[src/source/core_pkg.sv]
`default_nettype none

package core_pkg;

    localparam int DATA_WIDTH    = 16;
    localparam int ROB_DEPTH     = 8;
    localparam int TAG_WIDTH     = $clog2(ROB_DEPTH);
    localparam int ADDR_WIDTH    = 4;
    localparam int PAYLOAD_WIDTH = 3 * DATA_WIDTH;

    typedef enum logic [2:0] {ADD, SUB, AND, XOR, BEQ, LOAD, STORE} op_t;

    typedef struct packed {
        logic [DATA_WIDTH-1:0] a;
        logic [DATA_WIDTH-1:0] b;
        logic [DATA_WIDTH-1:0] target;
    } alu_fields_t;

    typedef struct packed {
        logic [ADDR_WIDTH-1:0]                          addr;
        logic [DATA_WIDTH-1:0]                          data;
        logic [PAYLOAD_WIDTH-ADDR_WIDTH-DATA_WIDTH-1:0] pad;
    } mem_fields_t;

    // Op selects the view
    typedef union packed {
        alu_fields_t alu;
        mem_fields_t mem;
    } payload_u;

    typedef struct packed {
        op_t                  op;
        payload_u             payload;
        logic [TAG_WIDTH-1:0] tag;
    } instr_t;

    typedef struct packed {
        logic [TAG_WIDTH-1:0]  tag;
        logic [DATA_WIDTH-1:0] value;
        logic                  taken;
        logic [DATA_WIDTH-1:0] target;
    } result_t;

    typedef struct packed {
        logic [TAG_WIDTH-1:0]  tag;
        op_t                   op;
        logic [DATA_WIDTH-1:0] value;
    } commit_t;

endpackage

`default_nettype wire

[src/source/alu_unit.sv]
`default_nettype none

module alu_unit #(
    parameter int DATA_WIDTH = core_pkg::DATA_WIDTH
) (
    input  wire                    clock,
    input  wire                    reset,
    input  wire                    issue_valid,
    input  wire core_pkg::instr_t  issue_instr,
    input  wire                    written,
    output logic                   wr_valid,
    output core_pkg::result_t      result,
    output logic                   branch_written
);
    import core_pkg::*;

    logic [DATA_WIDTH-1:0] a;
    logic [DATA_WIDTH-1:0] b;
    logic [DATA_WIDTH-1:0] value;
    logic                  taken;
    logic                  is_branch_q;

    assign a     = issue_instr.payload.alu.a;
    assign b     = issue_instr.payload.alu.b;
    assign taken = (issue_instr.op == BEQ) && (a == b);

    always_comb begin
        case (issue_instr.op)
            ADD:     value = a + b;
            SUB:     value = a - b;
            AND:     value = a & b;
            XOR:     value = a ^ b;
            BEQ:     value = {{(DATA_WIDTH - 1){1'b0}}, taken};
            default: value = '0;
        endcase
    end

    always_ff @(posedge clock) begin
        if (reset) begin
            wr_valid    <= 1'b0;
            is_branch_q <= 1'b0;
        end else if (issue_valid) begin
            wr_valid    <= 1'b1;
            is_branch_q <= (issue_instr.op == BEQ);
        end else if (written) begin
            wr_valid <= 1'b0;
        end
    end

    always_ff @(posedge clock) begin
        if (issue_valid) begin
            result <= '{issue_instr.tag, value, taken, issue_instr.payload.alu.target};
        end
    end

    // Releases the branch hold in the hazard unit
    assign branch_written = wr_valid & written & is_branch_q;

endmodule

`default_nettype wire

[src/source/dispatch_core.sv]
`default_nettype none

module dispatch_core #(
    parameter int DATA_WIDTH = core_pkg::DATA_WIDTH,
    parameter int ROB_DEPTH  = core_pkg::ROB_DEPTH,
    parameter int RS_DEPTH   = 4
) (
    input  wire                    clock,
    input  wire                    reset,
    input  wire                    in_valid,
    input  wire core_pkg::instr_t  in_instr,
    output logic                   in_ready,
    output logic                   commit_valid,
    output core_pkg::commit_t      commit,
    output logic                   redirect_valid,
    output logic [DATA_WIDTH-1:0]  redirect_target
);
    import core_pkg::*;

    logic                 rob_enable;
    logic                 rs_alu_enable;
    logic                 rs_ld_st_enable;
    logic                 rs_alu_exec_stall;
    logic                 rs_ld_exec_stall;
    logic                 rs_alu_full;
    logic                 rs_ld_st_full;
    logic                 rob_full;
    logic [TAG_WIDTH-1:0] tail_tag;
    logic [TAG_WIDTH-1:0] head_tag;
    instr_t               disp_instr;

    logic    alu_issue_valid;
    logic    ld_issue_valid;
    instr_t  alu_issue_instr;
    instr_t  ld_issue_instr;
    logic    alu_wr_valid;
    logic    alu_wr_written;
    logic    alu_branch_written;
    result_t alu_result;
    logic    lb_wr_valid;
    logic    lb_wr_written;
    result_t lb_result;
    logic    commit_wr_mem;
    logic    ex_rd_mem;

    // Tag comes from the ROB tail
    assign disp_instr = {in_instr.op, in_instr.payload, tail_tag};

    hazard_detection_unit u_hazard (
        .clock, .reset, .in_valid,
        .in_op              (in_instr.op),
        .rs_alu_full, .rs_ld_st_full, .rob_full,
        .commit_wr_mem, .ex_rd_mem, .alu_branch_written,
        .alu_wr_valid, .alu_wr_written, .lb_wr_valid, .lb_wr_written,
        .if_enable          (in_ready),
        .rob_enable, .rs_alu_enable, .rs_ld_st_enable,
        .rs_alu_exec_stall, .rs_ld_exec_stall
    );

    reservation_station #(.DEPTH(RS_DEPTH), .DATA_WIDTH(DATA_WIDTH)) u_rs_alu (
        .clock, .reset,
        .enable      (rs_alu_enable),
        .in_instr    (disp_instr),
        .exec_stall  (rs_alu_exec_stall),
        .head_only   (1'b0),
        .head_tag,
        .full        (rs_alu_full),
        .issue_valid (alu_issue_valid),
        .issue_instr (alu_issue_instr)
    );

    reservation_station #(.DEPTH(RS_DEPTH), .DATA_WIDTH(DATA_WIDTH)) u_rs_ld_st (
        .clock, .reset,
        .enable      (rs_ld_st_enable),
        .in_instr    (disp_instr),
        .exec_stall  (rs_ld_exec_stall),
        .head_only   (1'b1),
        .head_tag,
        .full        (rs_ld_st_full),
        .issue_valid (ld_issue_valid),
        .issue_instr (ld_issue_instr)
    );

    reorder_buffer #(.ROB_DEPTH(ROB_DEPTH), .DATA_WIDTH(DATA_WIDTH)) u_rob (
        .clock, .reset,
        .enable (rob_enable),
        .op     (in_instr.op),
        .alu_result, .alu_wr_valid, .lb_result, .lb_wr_valid,
        .full   (rob_full),
        .tail_tag, .head_tag, .alu_wr_written, .lb_wr_written,
        .commit_valid, .commit, .commit_wr_mem,
        .redirect_valid, .redirect_target
    );

    alu_unit #(.DATA_WIDTH(DATA_WIDTH)) u_alu (
        .clock, .reset,
        .issue_valid    (alu_issue_valid),
        .issue_instr    (alu_issue_instr),
        .written        (alu_wr_written),
        .wr_valid       (alu_wr_valid),
        .result         (alu_result),
        .branch_written (alu_branch_written)
    );

    mem_unit #(.DATA_WIDTH(DATA_WIDTH)) u_mem (
        .clock, .reset,
        .issue_valid (ld_issue_valid),
        .issue_instr (ld_issue_instr),
        .written     (lb_wr_written),
        .commit_wr_mem,
        .commit_addr (lb_result.target[ADDR_WIDTH-1:0]),
        .commit_data (commit.value),
        .wr_valid    (lb_wr_valid),
        .result      (lb_result),
        .ex_rd_mem
    );

endmodule

`default_nettype wire

[src/source/hazard_detection_unit.sv]
`default_nettype none

module hazard_detection_unit (
    input  wire                 clock,
    input  wire                 reset,
    input  wire                 in_valid,
    input  wire core_pkg::op_t  in_op,
    input  wire                 rs_alu_full,
    input  wire                 rs_ld_st_full,
    input  wire                 rob_full,
    input  wire                 commit_wr_mem,
    input  wire                 ex_rd_mem,
    input  wire                 alu_branch_written,
    input  wire                 alu_wr_valid,
    input  wire                 alu_wr_written,
    input  wire                 lb_wr_valid,
    input  wire                 lb_wr_written,
    output logic                if_enable,
    output logic                rob_enable,
    output logic                rs_alu_enable,
    output logic                rs_ld_st_enable,
    output logic                rs_alu_exec_stall,
    output logic                rs_ld_exec_stall
);
    import core_pkg::*;

    logic is_ld_st;
    logic dispatch_stall;
    logic mem_port_busy;
    logic branch_in_exec;

    assign is_ld_st = (in_op == LOAD) || (in_op == STORE);

    // ==============================
    // Dispatch
    // ==============================
    assign dispatch_stall = rob_full
        | (is_ld_st & rs_ld_st_full)
        | (~is_ld_st & rs_alu_full)
        | branch_in_exec;

    // Fetch shares the data memory port
    assign mem_port_busy = commit_wr_mem | ex_rd_mem;

    assign if_enable       = ~(dispatch_stall | mem_port_busy);
    assign rob_enable      = in_valid & if_enable;
    assign rs_alu_enable   = rob_enable & ~is_ld_st;
    assign rs_ld_st_enable = rob_enable & is_ld_st;

    // Unit holds a result the bus has not taken
    assign rs_alu_exec_stall = alu_wr_valid & ~alu_wr_written;
    assign rs_ld_exec_stall  = lb_wr_valid & ~lb_wr_written;

    // Only one branch in flight at a time
    always_ff @(posedge clock) begin
        if (reset) begin
            branch_in_exec <= 1'b0;
        end else if (rs_alu_enable && in_op == BEQ) begin
            branch_in_exec <= 1'b1;
        end else if (alu_branch_written) begin
            branch_in_exec <= 1'b0;
        end
    end

endmodule

`default_nettype wire

[src/source/mem_unit.sv]
`default_nettype none

module mem_unit #(
    parameter int DATA_WIDTH = core_pkg::DATA_WIDTH
) (
    input  wire                            clock,
    input  wire                            reset,
    input  wire                            issue_valid,
    input  wire core_pkg::instr_t          issue_instr,
    input  wire                            written,
    input  wire                            commit_wr_mem,
    input  wire [core_pkg::ADDR_WIDTH-1:0] commit_addr,
    input  wire [DATA_WIDTH-1:0]           commit_data,
    output logic                           wr_valid,
    output core_pkg::result_t              result,
    output logic                           ex_rd_mem
);
    import core_pkg::*;

    localparam int MEM_DEPTH = 2 ** ADDR_WIDTH;

    logic [DATA_WIDTH-1:0] mem [MEM_DEPTH];
    logic [ADDR_WIDTH-1:0] addr;
    logic [DATA_WIDTH-1:0] value;

    assign addr      = issue_instr.payload.mem.addr;
    assign ex_rd_mem = issue_valid && (issue_instr.op == LOAD);

    // Load reads now, store returns its own data
    assign value = (issue_instr.op == LOAD) ? mem[addr] : issue_instr.payload.mem.data;

    always_ff @(posedge clock) begin
        if (reset) begin
            for (int i = 0; i < MEM_DEPTH; i++) begin
                mem[i] <= '0;
            end
        end else if (commit_wr_mem) begin
            mem[commit_addr] <= commit_data;
        end
    end

    always_ff @(posedge clock) begin
        if (reset) begin
            wr_valid <= 1'b0;
        end else if (issue_valid) begin
            wr_valid <= 1'b1;
        end else if (written) begin
            wr_valid <= 1'b0;
        end
    end

    // Target holds the address until the store commits
    always_ff @(posedge clock) begin
        if (issue_valid) begin
            result <= '{issue_instr.tag, value, 1'b0, DATA_WIDTH'(addr)};
        end
    end

endmodule

`default_nettype wire

[src/source/reorder_buffer.sv]
`default_nettype none

module reorder_buffer #(
    parameter int ROB_DEPTH  = core_pkg::ROB_DEPTH,
    parameter int DATA_WIDTH = core_pkg::DATA_WIDTH
) (
    input  wire                            clock,
    input  wire                            reset,
    input  wire                            enable,
    input  wire core_pkg::op_t             op,
    input  wire core_pkg::result_t         alu_result,
    input  wire                            alu_wr_valid,
    input  wire core_pkg::result_t         lb_result,
    input  wire                            lb_wr_valid,
    output logic                           full,
    output logic [core_pkg::TAG_WIDTH-1:0] tail_tag,
    output logic [core_pkg::TAG_WIDTH-1:0] head_tag,
    output logic                           alu_wr_written,
    output logic                           lb_wr_written,
    output logic                           commit_valid,
    output core_pkg::commit_t              commit,
    output logic                           commit_wr_mem,
    output logic                           redirect_valid,
    output logic [DATA_WIDTH-1:0]          redirect_target
);
    import core_pkg::*;

    localparam int CNT_WIDTH = $clog2(ROB_DEPTH + 1);

    op_t                   op_q    [ROB_DEPTH];
    logic [DATA_WIDTH-1:0] value_q [ROB_DEPTH];
    logic [ROB_DEPTH-1:0]  done_q;
    logic [CNT_WIDTH-1:0]  count;
    result_t               bus;
    logic                  bus_valid;

    // ==============================
    // Result bus, ALU first
    // ==============================
    assign alu_wr_written = alu_wr_valid;
    assign lb_wr_written  = lb_wr_valid & ~alu_wr_valid;
    assign bus_valid      = alu_wr_valid | lb_wr_valid;
    assign bus            = alu_wr_valid ? alu_result : lb_result;

    assign redirect_valid  = alu_wr_valid & alu_result.taken;
    assign redirect_target = alu_result.target;

    assign full          = (count == CNT_WIDTH'(ROB_DEPTH));
    assign commit_valid  = done_q[head_tag];
    assign commit_wr_mem = commit_valid & (op_q[head_tag] == STORE);
    assign commit        = '{head_tag, op_q[head_tag], value_q[head_tag]};

    always_ff @(posedge clock) begin
        if (enable) begin
            op_q[tail_tag] <= op;
        end
        if (bus_valid) begin
            value_q[bus.tag] <= bus.value;
        end
    end

    always_ff @(posedge clock) begin
        if (reset) begin
            done_q   <= '0;
            head_tag <= '0;
            tail_tag <= '0;
            count    <= '0;
        end else begin
            if (enable) begin
                done_q[tail_tag] <= 1'b0;
                tail_tag         <= tail_tag + 1'b1;
            end
            if (bus_valid) begin
                done_q[bus.tag] <= 1'b1;
            end
            if (commit_valid) begin
                done_q[head_tag] <= 1'b0;
                head_tag         <= head_tag + 1'b1;
            end
            case ({enable, commit_valid})
                2'b10:   count <= count + 1'b1;
                2'b01:   count <= count - 1'b1;
                default: count <= count;
            endcase
        end
    end

endmodule

`default_nettype wire

[src/source/reservation_station.sv]
`default_nettype none

module reservation_station #(
    parameter int DEPTH      = 4,
    parameter int DATA_WIDTH = core_pkg::DATA_WIDTH
) (
    input  wire                           clock,
    input  wire                           reset,
    input  wire                           enable,
    input  wire core_pkg::instr_t         in_instr,
    input  wire                           exec_stall,
    input  wire                           head_only,
    input  wire [core_pkg::TAG_WIDTH-1:0] head_tag,
    output logic                          full,
    output logic                          issue_valid,
    output core_pkg::instr_t              issue_instr
);
    import core_pkg::*;

    localparam int PTR_WIDTH = (DEPTH > 1) ? $clog2(DEPTH) : 1;
    localparam int CNT_WIDTH = $clog2(DEPTH + 1);

    op_t                     op_q      [DEPTH];
    logic [3*DATA_WIDTH-1:0] payload_q [DEPTH];
    logic [TAG_WIDTH-1:0]    tag_q     [DEPTH];

    logic [PTR_WIDTH-1:0] head;
    logic [PTR_WIDTH-1:0] tail;
    logic [CNT_WIDTH-1:0] count;
    logic                 head_ready;

    function automatic logic [PTR_WIDTH-1:0] next_ptr(input logic [PTR_WIDTH-1:0] ptr);
        return (ptr == PTR_WIDTH'(DEPTH - 1)) ? '0 : ptr + 1'b1;
    endfunction

    assign full = (count == CNT_WIDTH'(DEPTH));

    // Memory ops wait for the ROB head
    assign head_ready  = ~head_only | (tag_q[head] == head_tag);
    assign issue_valid = (count != '0) & ~exec_stall & head_ready;
    assign issue_instr = {op_q[head], payload_q[head], tag_q[head]};

    always_ff @(posedge clock) begin
        if (enable) begin
            op_q[tail]      <= in_instr.op;
            payload_q[tail] <= in_instr.payload;
            tag_q[tail]     <= in_instr.tag;
        end
    end

    always_ff @(posedge clock) begin
        if (reset) begin
            head  <= '0;
            tail  <= '0;
            count <= '0;
        end else begin
            if (enable) begin
                tail <= next_ptr(tail);
            end
            if (issue_valid) begin
                head <= next_ptr(head);
            end
            case ({enable, issue_valid})
                2'b10:   count <= count + 1'b1;
                2'b01:   count <= count - 1'b1;
                default: count <= count;
            endcase
        end
    end

endmodule

`default_nettype wire

[config.mk]
export PLATFORM = sky130hd
export DESIGN_NAME = dispatch_core
export DESIGN_NICKNAME = d
export VERILOG_FILES = /design/src/source/core_pkg.sv /design/src/source/alu_unit.sv /design/src/source/dispatch_core.sv /design/src/source/hazard_detection_unit.sv /design/src/source/mem_unit.sv /design/src/source/reorder_buffer.sv /design/src/source/reservation_station.sv
export SDC_FILE = /design/constraint.sdc
export NUM_CORES = 1
export LEC_CHECK = 0
export BUFFER_PORTS_ARGS = -buffer_cell sky130_fd_sc_hd__buf_2
export CORE_ASPECT_RATIO = 1.1
export CORE_MARGIN = 3
export CORE_UTILIZATION = 50
export DETAILED_ROUTE_END_ITERATION = 8
export PLACE_DENSITY = 0.66
export SKIP_LAST_GASP = 1
export SYNTH_ARGS = -nofsm -noshare
export SYNTH_HDL_FRONTEND = slang
export SYNTH_SLANG_ARGS = --single-unit
export TNS_END_PERCENT = 5
[constraint.sdc]
create_clock -name clock -period 5.09 [get_ports clock]
set_input_delay 0 -clock clock [delete_from_list [all_inputs] [get_ports clock]]
set_output_delay 0 -clock clock [all_outputs]
set_load 0.02 [all_outputs]
==> key figures, run 1 <==
Worst setup path
  – Worst setup EP type: register
  – Arr. time, crit path: 4.77 ns
  – CP Class: reg2reg
  – Startpoint types: register
  – CP max FO: 9
  – WP data required: 5.65 ns

Floorplanning
  – Die footprint: 72,900 um2
  – DIE HEIGHT: 283 um
  – Die width: 258 um
  – IO Count: 98
  – Initial core utilization: 0.510
  – Standard-cell rows: 100
  – Core Area: 68,300 um2

Yosys
  – Mapped Nets: 2,336
  – Yosys warns: 0
  – Cells after Synth: 2,226
  – Number of synthesized register bits: 830
  – Syn avg cell area: 15.6 um2
  – Post-synth EDFFs: 787
  – Synth top area cells: edfxtp_1, mux4_2, nor2_1
  – Sequential-to-total area share from yosys stat: 0.703
  – Ys flop type: edfxtp_1
  – Synthesized area: 34,800 um2
  – Post-synth cell types: 79
  – Yosys top cell area share: 0.679
  – Async S/R FF share, synth: 0
  – Cell taking the most area after synthesis: edfxtp_1

STA
  – Setup TNS: 0 ns
  – # setup viols final: 0
  – Max Clk Rate: 0.238 GHz
  – Worst slew pin tran: 1.24 ns
  – Part of the cycle the worst path needs: 0.826
  – Post-route minimum period: 4.21 ns
  – Final slew viol count: 0
  – RSZ-0062 raised after global routing: false
  – Max-Slew Margin vs Limit: 0.160
  – WHS: 0.115 ns
  – Skew final: 0.0302 ns
  – Final Hold Vio Count: 0

Finish
  – Commonest cells after routing, fill and taps aside: edfxtp_1, nor2_1, nand2_1
  – Final Cell Area: 39,500 um2
  – FILL cells: 5,244
  – Area occupied by multi-input gates: 9470 um2
  – Diode count: 0
  – Area delta synth->final: 13.4%
  – Commonest non-fill, non-tap cell in the layout: edfxtp_1
  – Share of cells above drive strength 1: 0.204
  – Storage element area: 24,500 um2
  – Final nets: 2,483

CTS
  – CTS Buf Count: 84
  – Root buffer cell: clkbuf_16
  – Hold-fix buffers, CTS: 53
  – Worst-skew pair later-pin latency: 0.64 ns
  – H-tree levels: 3
  – Sink Count: 830
  – Clock Tree Buf Depth: 3
  – CTS tree: built
  – Clock-pin slew on the worst setup and hold paths: 0.06 ns
  – Post-CTS setup buffer count: 0
  – Post-CTS resize count: 0

Route
  – Drt initial violations: 1,714
  – Residual DRC: 0
  – Routed Antenna Nets: 0
  – 1st-pass router iterations: 5
  – Drt wl/cell: 23.3 um
  – Via count: 19,491
  – Routed Wire Length: 78.4 mm
  – Vias/cell: 5.80

Run status
  – Status: complete, no violations

Worst hold path
  – Hold Path Class: in2reg

Global routing
  – Global-route wire length before repair: 120 mm
  – Largest net degree at the start of global routing: 55
  – Antenna violations before repair: 1
  – Vias in the first global route: 20,201
  – Total track usage: 0.217
  – GRT overflow: 0

Placed design
  – Port Buffer Count: 94
  – Post-DP HPWL: 50.3 mm
  – GP Congestion: 0.893
  – DP Area: 36,300 um2

Power
  – PwrDens: 466 nW/um2
  – Leak: 13.7 nW
  – Maximum vdd drop: 0.461 mV

Flow run
  – MaxCap Viol Count: 0
==> per-stage QoR <==
step / power [mW] / cells / setup WS (ns) / util
after detailed placement: 12.5 / 3152 / 0.980 / 0.531
after CTS: 18.5 / 3359 / 0.946 / 0.578
after floorplan: 11.3 / 2226 / 0.857 / -
after global placement: 12.5 / 3152 / 1.04 / 0.531
after global routing: 19.2 / 3359 / 0.624 / 0.578
final: 18.4 / 3359 / 0.884 / 0.578
==> worst max-delay path, cell delays in order, from the launching register on <==
cell	delay, ns
dfxtp_1	0.55
mux4_2	0.59
mux2i_2	0.38
a211oi_4	0.15
nor4_2	0.76
inv_2	0.27
a21oi_1	0.37
inv_1	0.08
ha_1	0.22
inv_1	0.07
fa_1	0.17
xor2_1	0.08
or3_1	0.30
a21oi_1	0.14
==> registers in the layout, indices dropped and copies added, names as in the netlist, 4 cells and up, named ones only <==
register and cells:
u_rs_alu.op_q 12, u_alu.result 36, u_mem.result 23, u_rob.done_q 8, u_rs_alu.tag_q 12, u_rs_ld_st.payload_q 80
u_rob.op_q 24, u_rs_ld_st.tag_q 12, u_rob.value_q 128, u_rs_alu.payload_q 192, u_rob.count 4, u_rs_ld_st.op_q 12
u_mem.mem 256
==> per-layer routing <==
metal / global-route usage / part of all wire / vias to the layer above
met2: 0.381 / 0.52 / 659
met1: 0.281 / 0.40 / 9976
li1: - / - / 8727
met5: 0 / 0 / -
met4: 0.0664 / 0.024 / 0
met3: 0.0350 / 0.058 / 129
==> path summary, 6_finish.rpt <==
| path | start | endpoint | slack, ns | cells after the start |
|---|---|---|---|---|
| worst min-delay path | in_instr[14] | u_rs_alu.payload_q[2][11]$_DFFE_PP_ | 0.12 | 2 |
| worst min register to register | u_hazard.branch_in_exec$_SDFFE_PP0P_ | u_hazard.branch_in_exec$_SDFFE_PP0P_ | 0.48 | 2 |
| worst max-delay path | u_rob.head_tag[0]$_SDFFE_PP0N_ | u_rs_alu.count[2]$_SDFFE_PP0P_ | 0.88 | 13 |
| worst max register to register | u_rob.head_tag[0]$_SDFFE_PP0N_ | u_rs_alu.count[2]$_SDFFE_PP0P_ | 0.88 | 13 |
==> synthesized netlist by cell type (8+ instances only) <==
master / instances
inv_1: 69
nand2_2: 15
o21bai_1: 9
nand3_1: 53
edfxtp_1: 787
a21o_1: 8
mux2_2: 23
mux4_2: 146
xor2_1: 12
ha_1: 49
buf_4: 17
dfxtp_1: 43
nand4_1: 20
buf_1: 12
nor2b_1: 9
a32oi_1: 17
o21ai_0: 18
nor3_1: 23
mux2i_1: 50
a22oi_1: 16
nor2_1: 341
clkbuf_1: 81
a21oi_1: 50
and3_1: 11
nand2_1: 153
nand2b_1: 25
buf_2: 32
nand3b_1: 8
==> area by class of cell <==
cell class,count,share of cell area
flip-flops and latches,830,0.621
inverters,71,0.00681
clock buffers,106,0.0561
repair buffers,206,0.0366
well taps,918,0.0291
multi-input cells,1180,0.240
clock inverters,48,0.0110
==> cells by family after synthesis <==
group                      Yosys count  synth area share
AOI/OAI and AO/OA                  194            0.0401
xor gates and xnor gates            19           0.00478
adders and majority gates           53            0.0199
buffers and inverters              216            0.0269
DFF                                830             0.703
muxes                              220             0.117
and+or+nand+nor                    694            0.0883
==> power breakdown <==
group / internal (mW) / switching (mW)
Clock: 3.37 / 2.58
Combinational: 1.50 / 2.47
Sequential: 8.19 / 0.278
Total: 13.1 / 5.33
(Power assumes the default switching activity.)
==> inputs of run 2 (changes only) <==
- PLACE_DENSITY: 0.66 -> 0.69
- clock period: 5.09 -> 3.7 ns (I/O delays scaled with it)
==> run 2 against run 1 <==
Clock-buffer cell count fell by 6. Via count increased by 1.5%. Register-to-register slack got worse by 0.77 ns. Critical path type unchanged. Critical endpoint is now u_alu.result[25]$_DFFE_PN_.
==> key figures, run 2 (synthesis gave the netlist of run 1 again) <==
CTS
  – Clock Tree Buf Depth: 3 (unchanged)
  – Root buffer cell: clkbuf_16
  – Post-CTS setup buffer count: 0 (unchanged)
  – H-tree levels: 3 (unchanged)
  – Sink Count: 830 (unchanged)
  – Worst-skew pair later-pin latency: 0.63 ns (about the same)
  – Clock-pin slew on the worst setup and hold paths: 0.07 ns (about the same)
  – CTS tree: built
  – CTS Buf Count: 82 (-2.4%)

Power
  – Switching Share: 0.285 (-0.00455)
  – Gate power share: 0.228 (+0.012)
  – Clock power share: 0.317 (-0.006)
  – Switch Pwr: 7.28 mW (+37%)
  – Share of total power in sequential cells: 0.455 (-0.005)
  – Maximum vdd drop: 0.522 mV (+13%)
  – PwrDens: 636 nW/um2 (+37%)
  – Leak: 14.1 nW (+2.6%)
  – Internal: 18.2 mW (+40%)

STA
  – Max-Slew Margin vs Limit: 0.319 (+0.159)
  – Max Clk Rate: 0.279 GHz (+17%)
  – RSZ-0062 raised after global routing: true
  – WHS: 0.104 ns (-0.0112 ns)
  – # setup viols final: 0 (unchanged)
  – Post-route minimum period: 3.59 ns (-0.615 ns)
  – Part of the cycle the worst path needs: 0.970 (+0.144)
  – Worst slew pin tran: 1.00 ns (-0.233 ns)
  – Skew final: 0.0299 ns (-0.000263 ns)
  – Setup WS post-layout: 0.110 ns (-0.775 ns)
  – Final slew viol count: 0 (unchanged)
  – Final Hold Vio Count: 0 (unchanged)

Worst setup path
  – Reg-to-Reg End: u_alu.result[25]$_DFFE_PN_
  – Crit path buf inv count: 2 (-1)
  – Top Family by Delay on Critical Path: compound AO/OA/AOI/OAI gates
  – R2r worst-path depth: 11 (-2)
  – Critical Path Max Stage Delay: 0.65 ns (-0.11 ns)
  – Critical-path cell list: mux4_2, inv_1, ha_1, fa_1, inv_1, a21o_1, a221o_1, a21o_1, a2111oi_0, a2111oi_0, a22o_1
  – Worst R2R Setup Slack: 0.11 ns (-0.77 ns)
  – CP max-delay cell: a2111oi_0
  – Arr. time, crit path: 3.96 ns (-0.81 ns)
  – CP Class: reg2reg
  – CP max FO: 13 (+4)
  – Startpoint types: register
  – WP data required: 4.07 ns (-1.58 ns)
  – Worst setup EP type: register

Floorplanning
  – Standard-cell rows: 100 (unchanged)
  – Die footprint: 72,900 um2 (unchanged)
  – Initial core utilization: 0.510 (unchanged)
  – DIE HEIGHT: 283 um (unchanged)
  – IO Count: 98 (unchanged)
  – Core Area: 68,300 um2 (unchanged)
  – Die width: 258 um (unchanged)

Route
  – Residual DRC: 0 (unchanged)
  – Routed Wire Length: 80.0 mm (+2.1%)
  – Routed Antenna Nets: 0 (unchanged)
  – Vias/cell: 5.77 (-0.52%)
  – Drt initial violations: 1,922 (+12%)
  – 1st-pass router iterations: 6 (+1)
  – Drt wl/cell: 23.3 um (about the same)
  – Via count: 19,793 (+1.5%)

Placed design
  – Port Buffer Count: 94 (unchanged)
  – Post-DP HPWL: 51.8 mm (+3.1%)
  – GP Congestion: 0.886 (-0.77%)
  – Cells after DPL: 3,228 (+2.4%)
  – Pre-CTS WS: 0.108 ns (-0.871 ns)

Finish
  – Post-Layout Cell Count: 3,429 (+2.1%)
  – Biggest register: u_mem.mem
  – Top Registers: u_mem.mem x256, u_rs_alu.payload_q x192, u_rob.value_q x128
  – Share of cells above drive strength 1: 0.227 (+0.0238)
  – Commonest cells after routing, fill and taps aside: edfxtp_1, nor2_1, nand2_1
  – Max reg flops: 256 (unchanged)
  – Area delta synth->final: 15.2%
  – Commonest non-fill, non-tap cell in the layout: edfxtp_1
  – Post-route core utilization: 0.587 (+0.00951)
  – Diode count: 0 (unchanged)
  – FILL cells: 5,141 (-2.0%)
  – Final nets: 2,556 (+2.9%)

Flow run
  – MaxCap Viol Count: 0 (unchanged)

Global routing
  – Total track usage: 0.221 (+0.00427)
  – Vias in the first global route: 20,227 (+0.13%)
  – Antenna violations before repair: 0 (-1)
  – GRT overflow: 0 (unchanged)
  – Largest net degree at the start of global routing: 51 (-7.3%)
  – Global-route wire length before repair: 122 mm (+1.6%)

Run status
  – Status: complete, no violations

Worst hold path
  – Hold depth: 3 (+1)
  – Sink of the worst hold path: u_mem.mem[15][15]$_SDFFCE_PN0P_
  – Hold Path Class: in2reg
  – Hold_sp: reset
-- run 2: cell count changes in the layout (fill, tap and decap cells not counted), moves of 2 or more --
cell        before  now
buf_4           59  126
buf_12           0    9
clkinvlp_4       0    5
clkbuf_1        20   16
bufinv_16        5    7
clkinv_4         2    0
inv_16           2    0
inv_6            4    2
-- run 2: layout make-up --
class | count | area (um2) | area share
Inverter | 71 | 269 | 0.00670
Tap cell | 918 | 1150 | 0.0286
Timing Repair Buffer | 281 | 2120 | 0.0528
Multi-Input combinational cell | 1180 | 9460 | 0.236
Clock buffer | 100 | 2160 | 0.0539
Sequential cell | 830 | 24500 | 0.611
Clock inverter | 49 | 468 | 0.0117
-- run 2: metal layers --
metal  global-route usage  part of all wire  vias to the layer above  wire [um]
met5                    0                 0                        -          0
met4               0.0918             0.036                        0       2860
li1                     -                 -                     8882          -
met3               0.0336             0.062                      156       4990
met1                0.285              0.39                     9997      31200
met2                0.380              0.51                      758      41000
-- run 2: power groups by stage --
stage               Combinational (mW)  Sequential, mW  Clock [mW]
floorplan                         4.02            11.6           0
CTS                               5.82            11.6        8.24
finish                            5.82            11.6        8.09
detailed placement                5.75            11.8           0
global route                      6.33            11.7        8.63
global placement                  5.69            11.8           0
-- run 2: metrics by stage --
stage / power [mW] / TNS, ns / area [um2]
final: 25.5 / 0 / 40100
after global routing: 26.6 / -0.127 / 40100
after CTS: 25.7 / 0 / 40100
after detailed placement: 17.5 / 0 / 37000
after global placement: 17.5 / 0 / 37000
after floorplan: 15.6 / -24.66 / 34800
-- run 2: worst max path at each step --
stage	from	endpoint	slack, ns	cells past startpoint
after global placement	register	u_alu.result[29]$_DFFE_PN_	0.19	9
after global routing	register	u_alu.result[25]$_DFFE_PN_	-0.07	9
final	register	u_alu.result[25]$_DFFE_PN_	0.11	11
after detailed placement	register	u_alu.result[25]$_DFFE_PN_	0.11	9
after CTS	register	u_alu.result[25]$_DFFE_PN_	0.08	9
after floorplan	u_rob.head_tag[0]$_SDFFE_PP0N_	u_rs_alu.op_q[0][0]$_DFFE_PP_	-0.15	7
-- run 2: worst min-delay path: cells and delay by family --
kind                   cells  cell delay [ns]
and+or+nand+nor            1             0.17
buffers and inverters      2             0.42
-- run 2: timing repair --
item | in CTS | in global routing
endpoints found under the hold margin | 324 | 0
resized for setup | 0 | 1
setup endpoints to repair | 0 | 4
hold buffers | 52 | 0
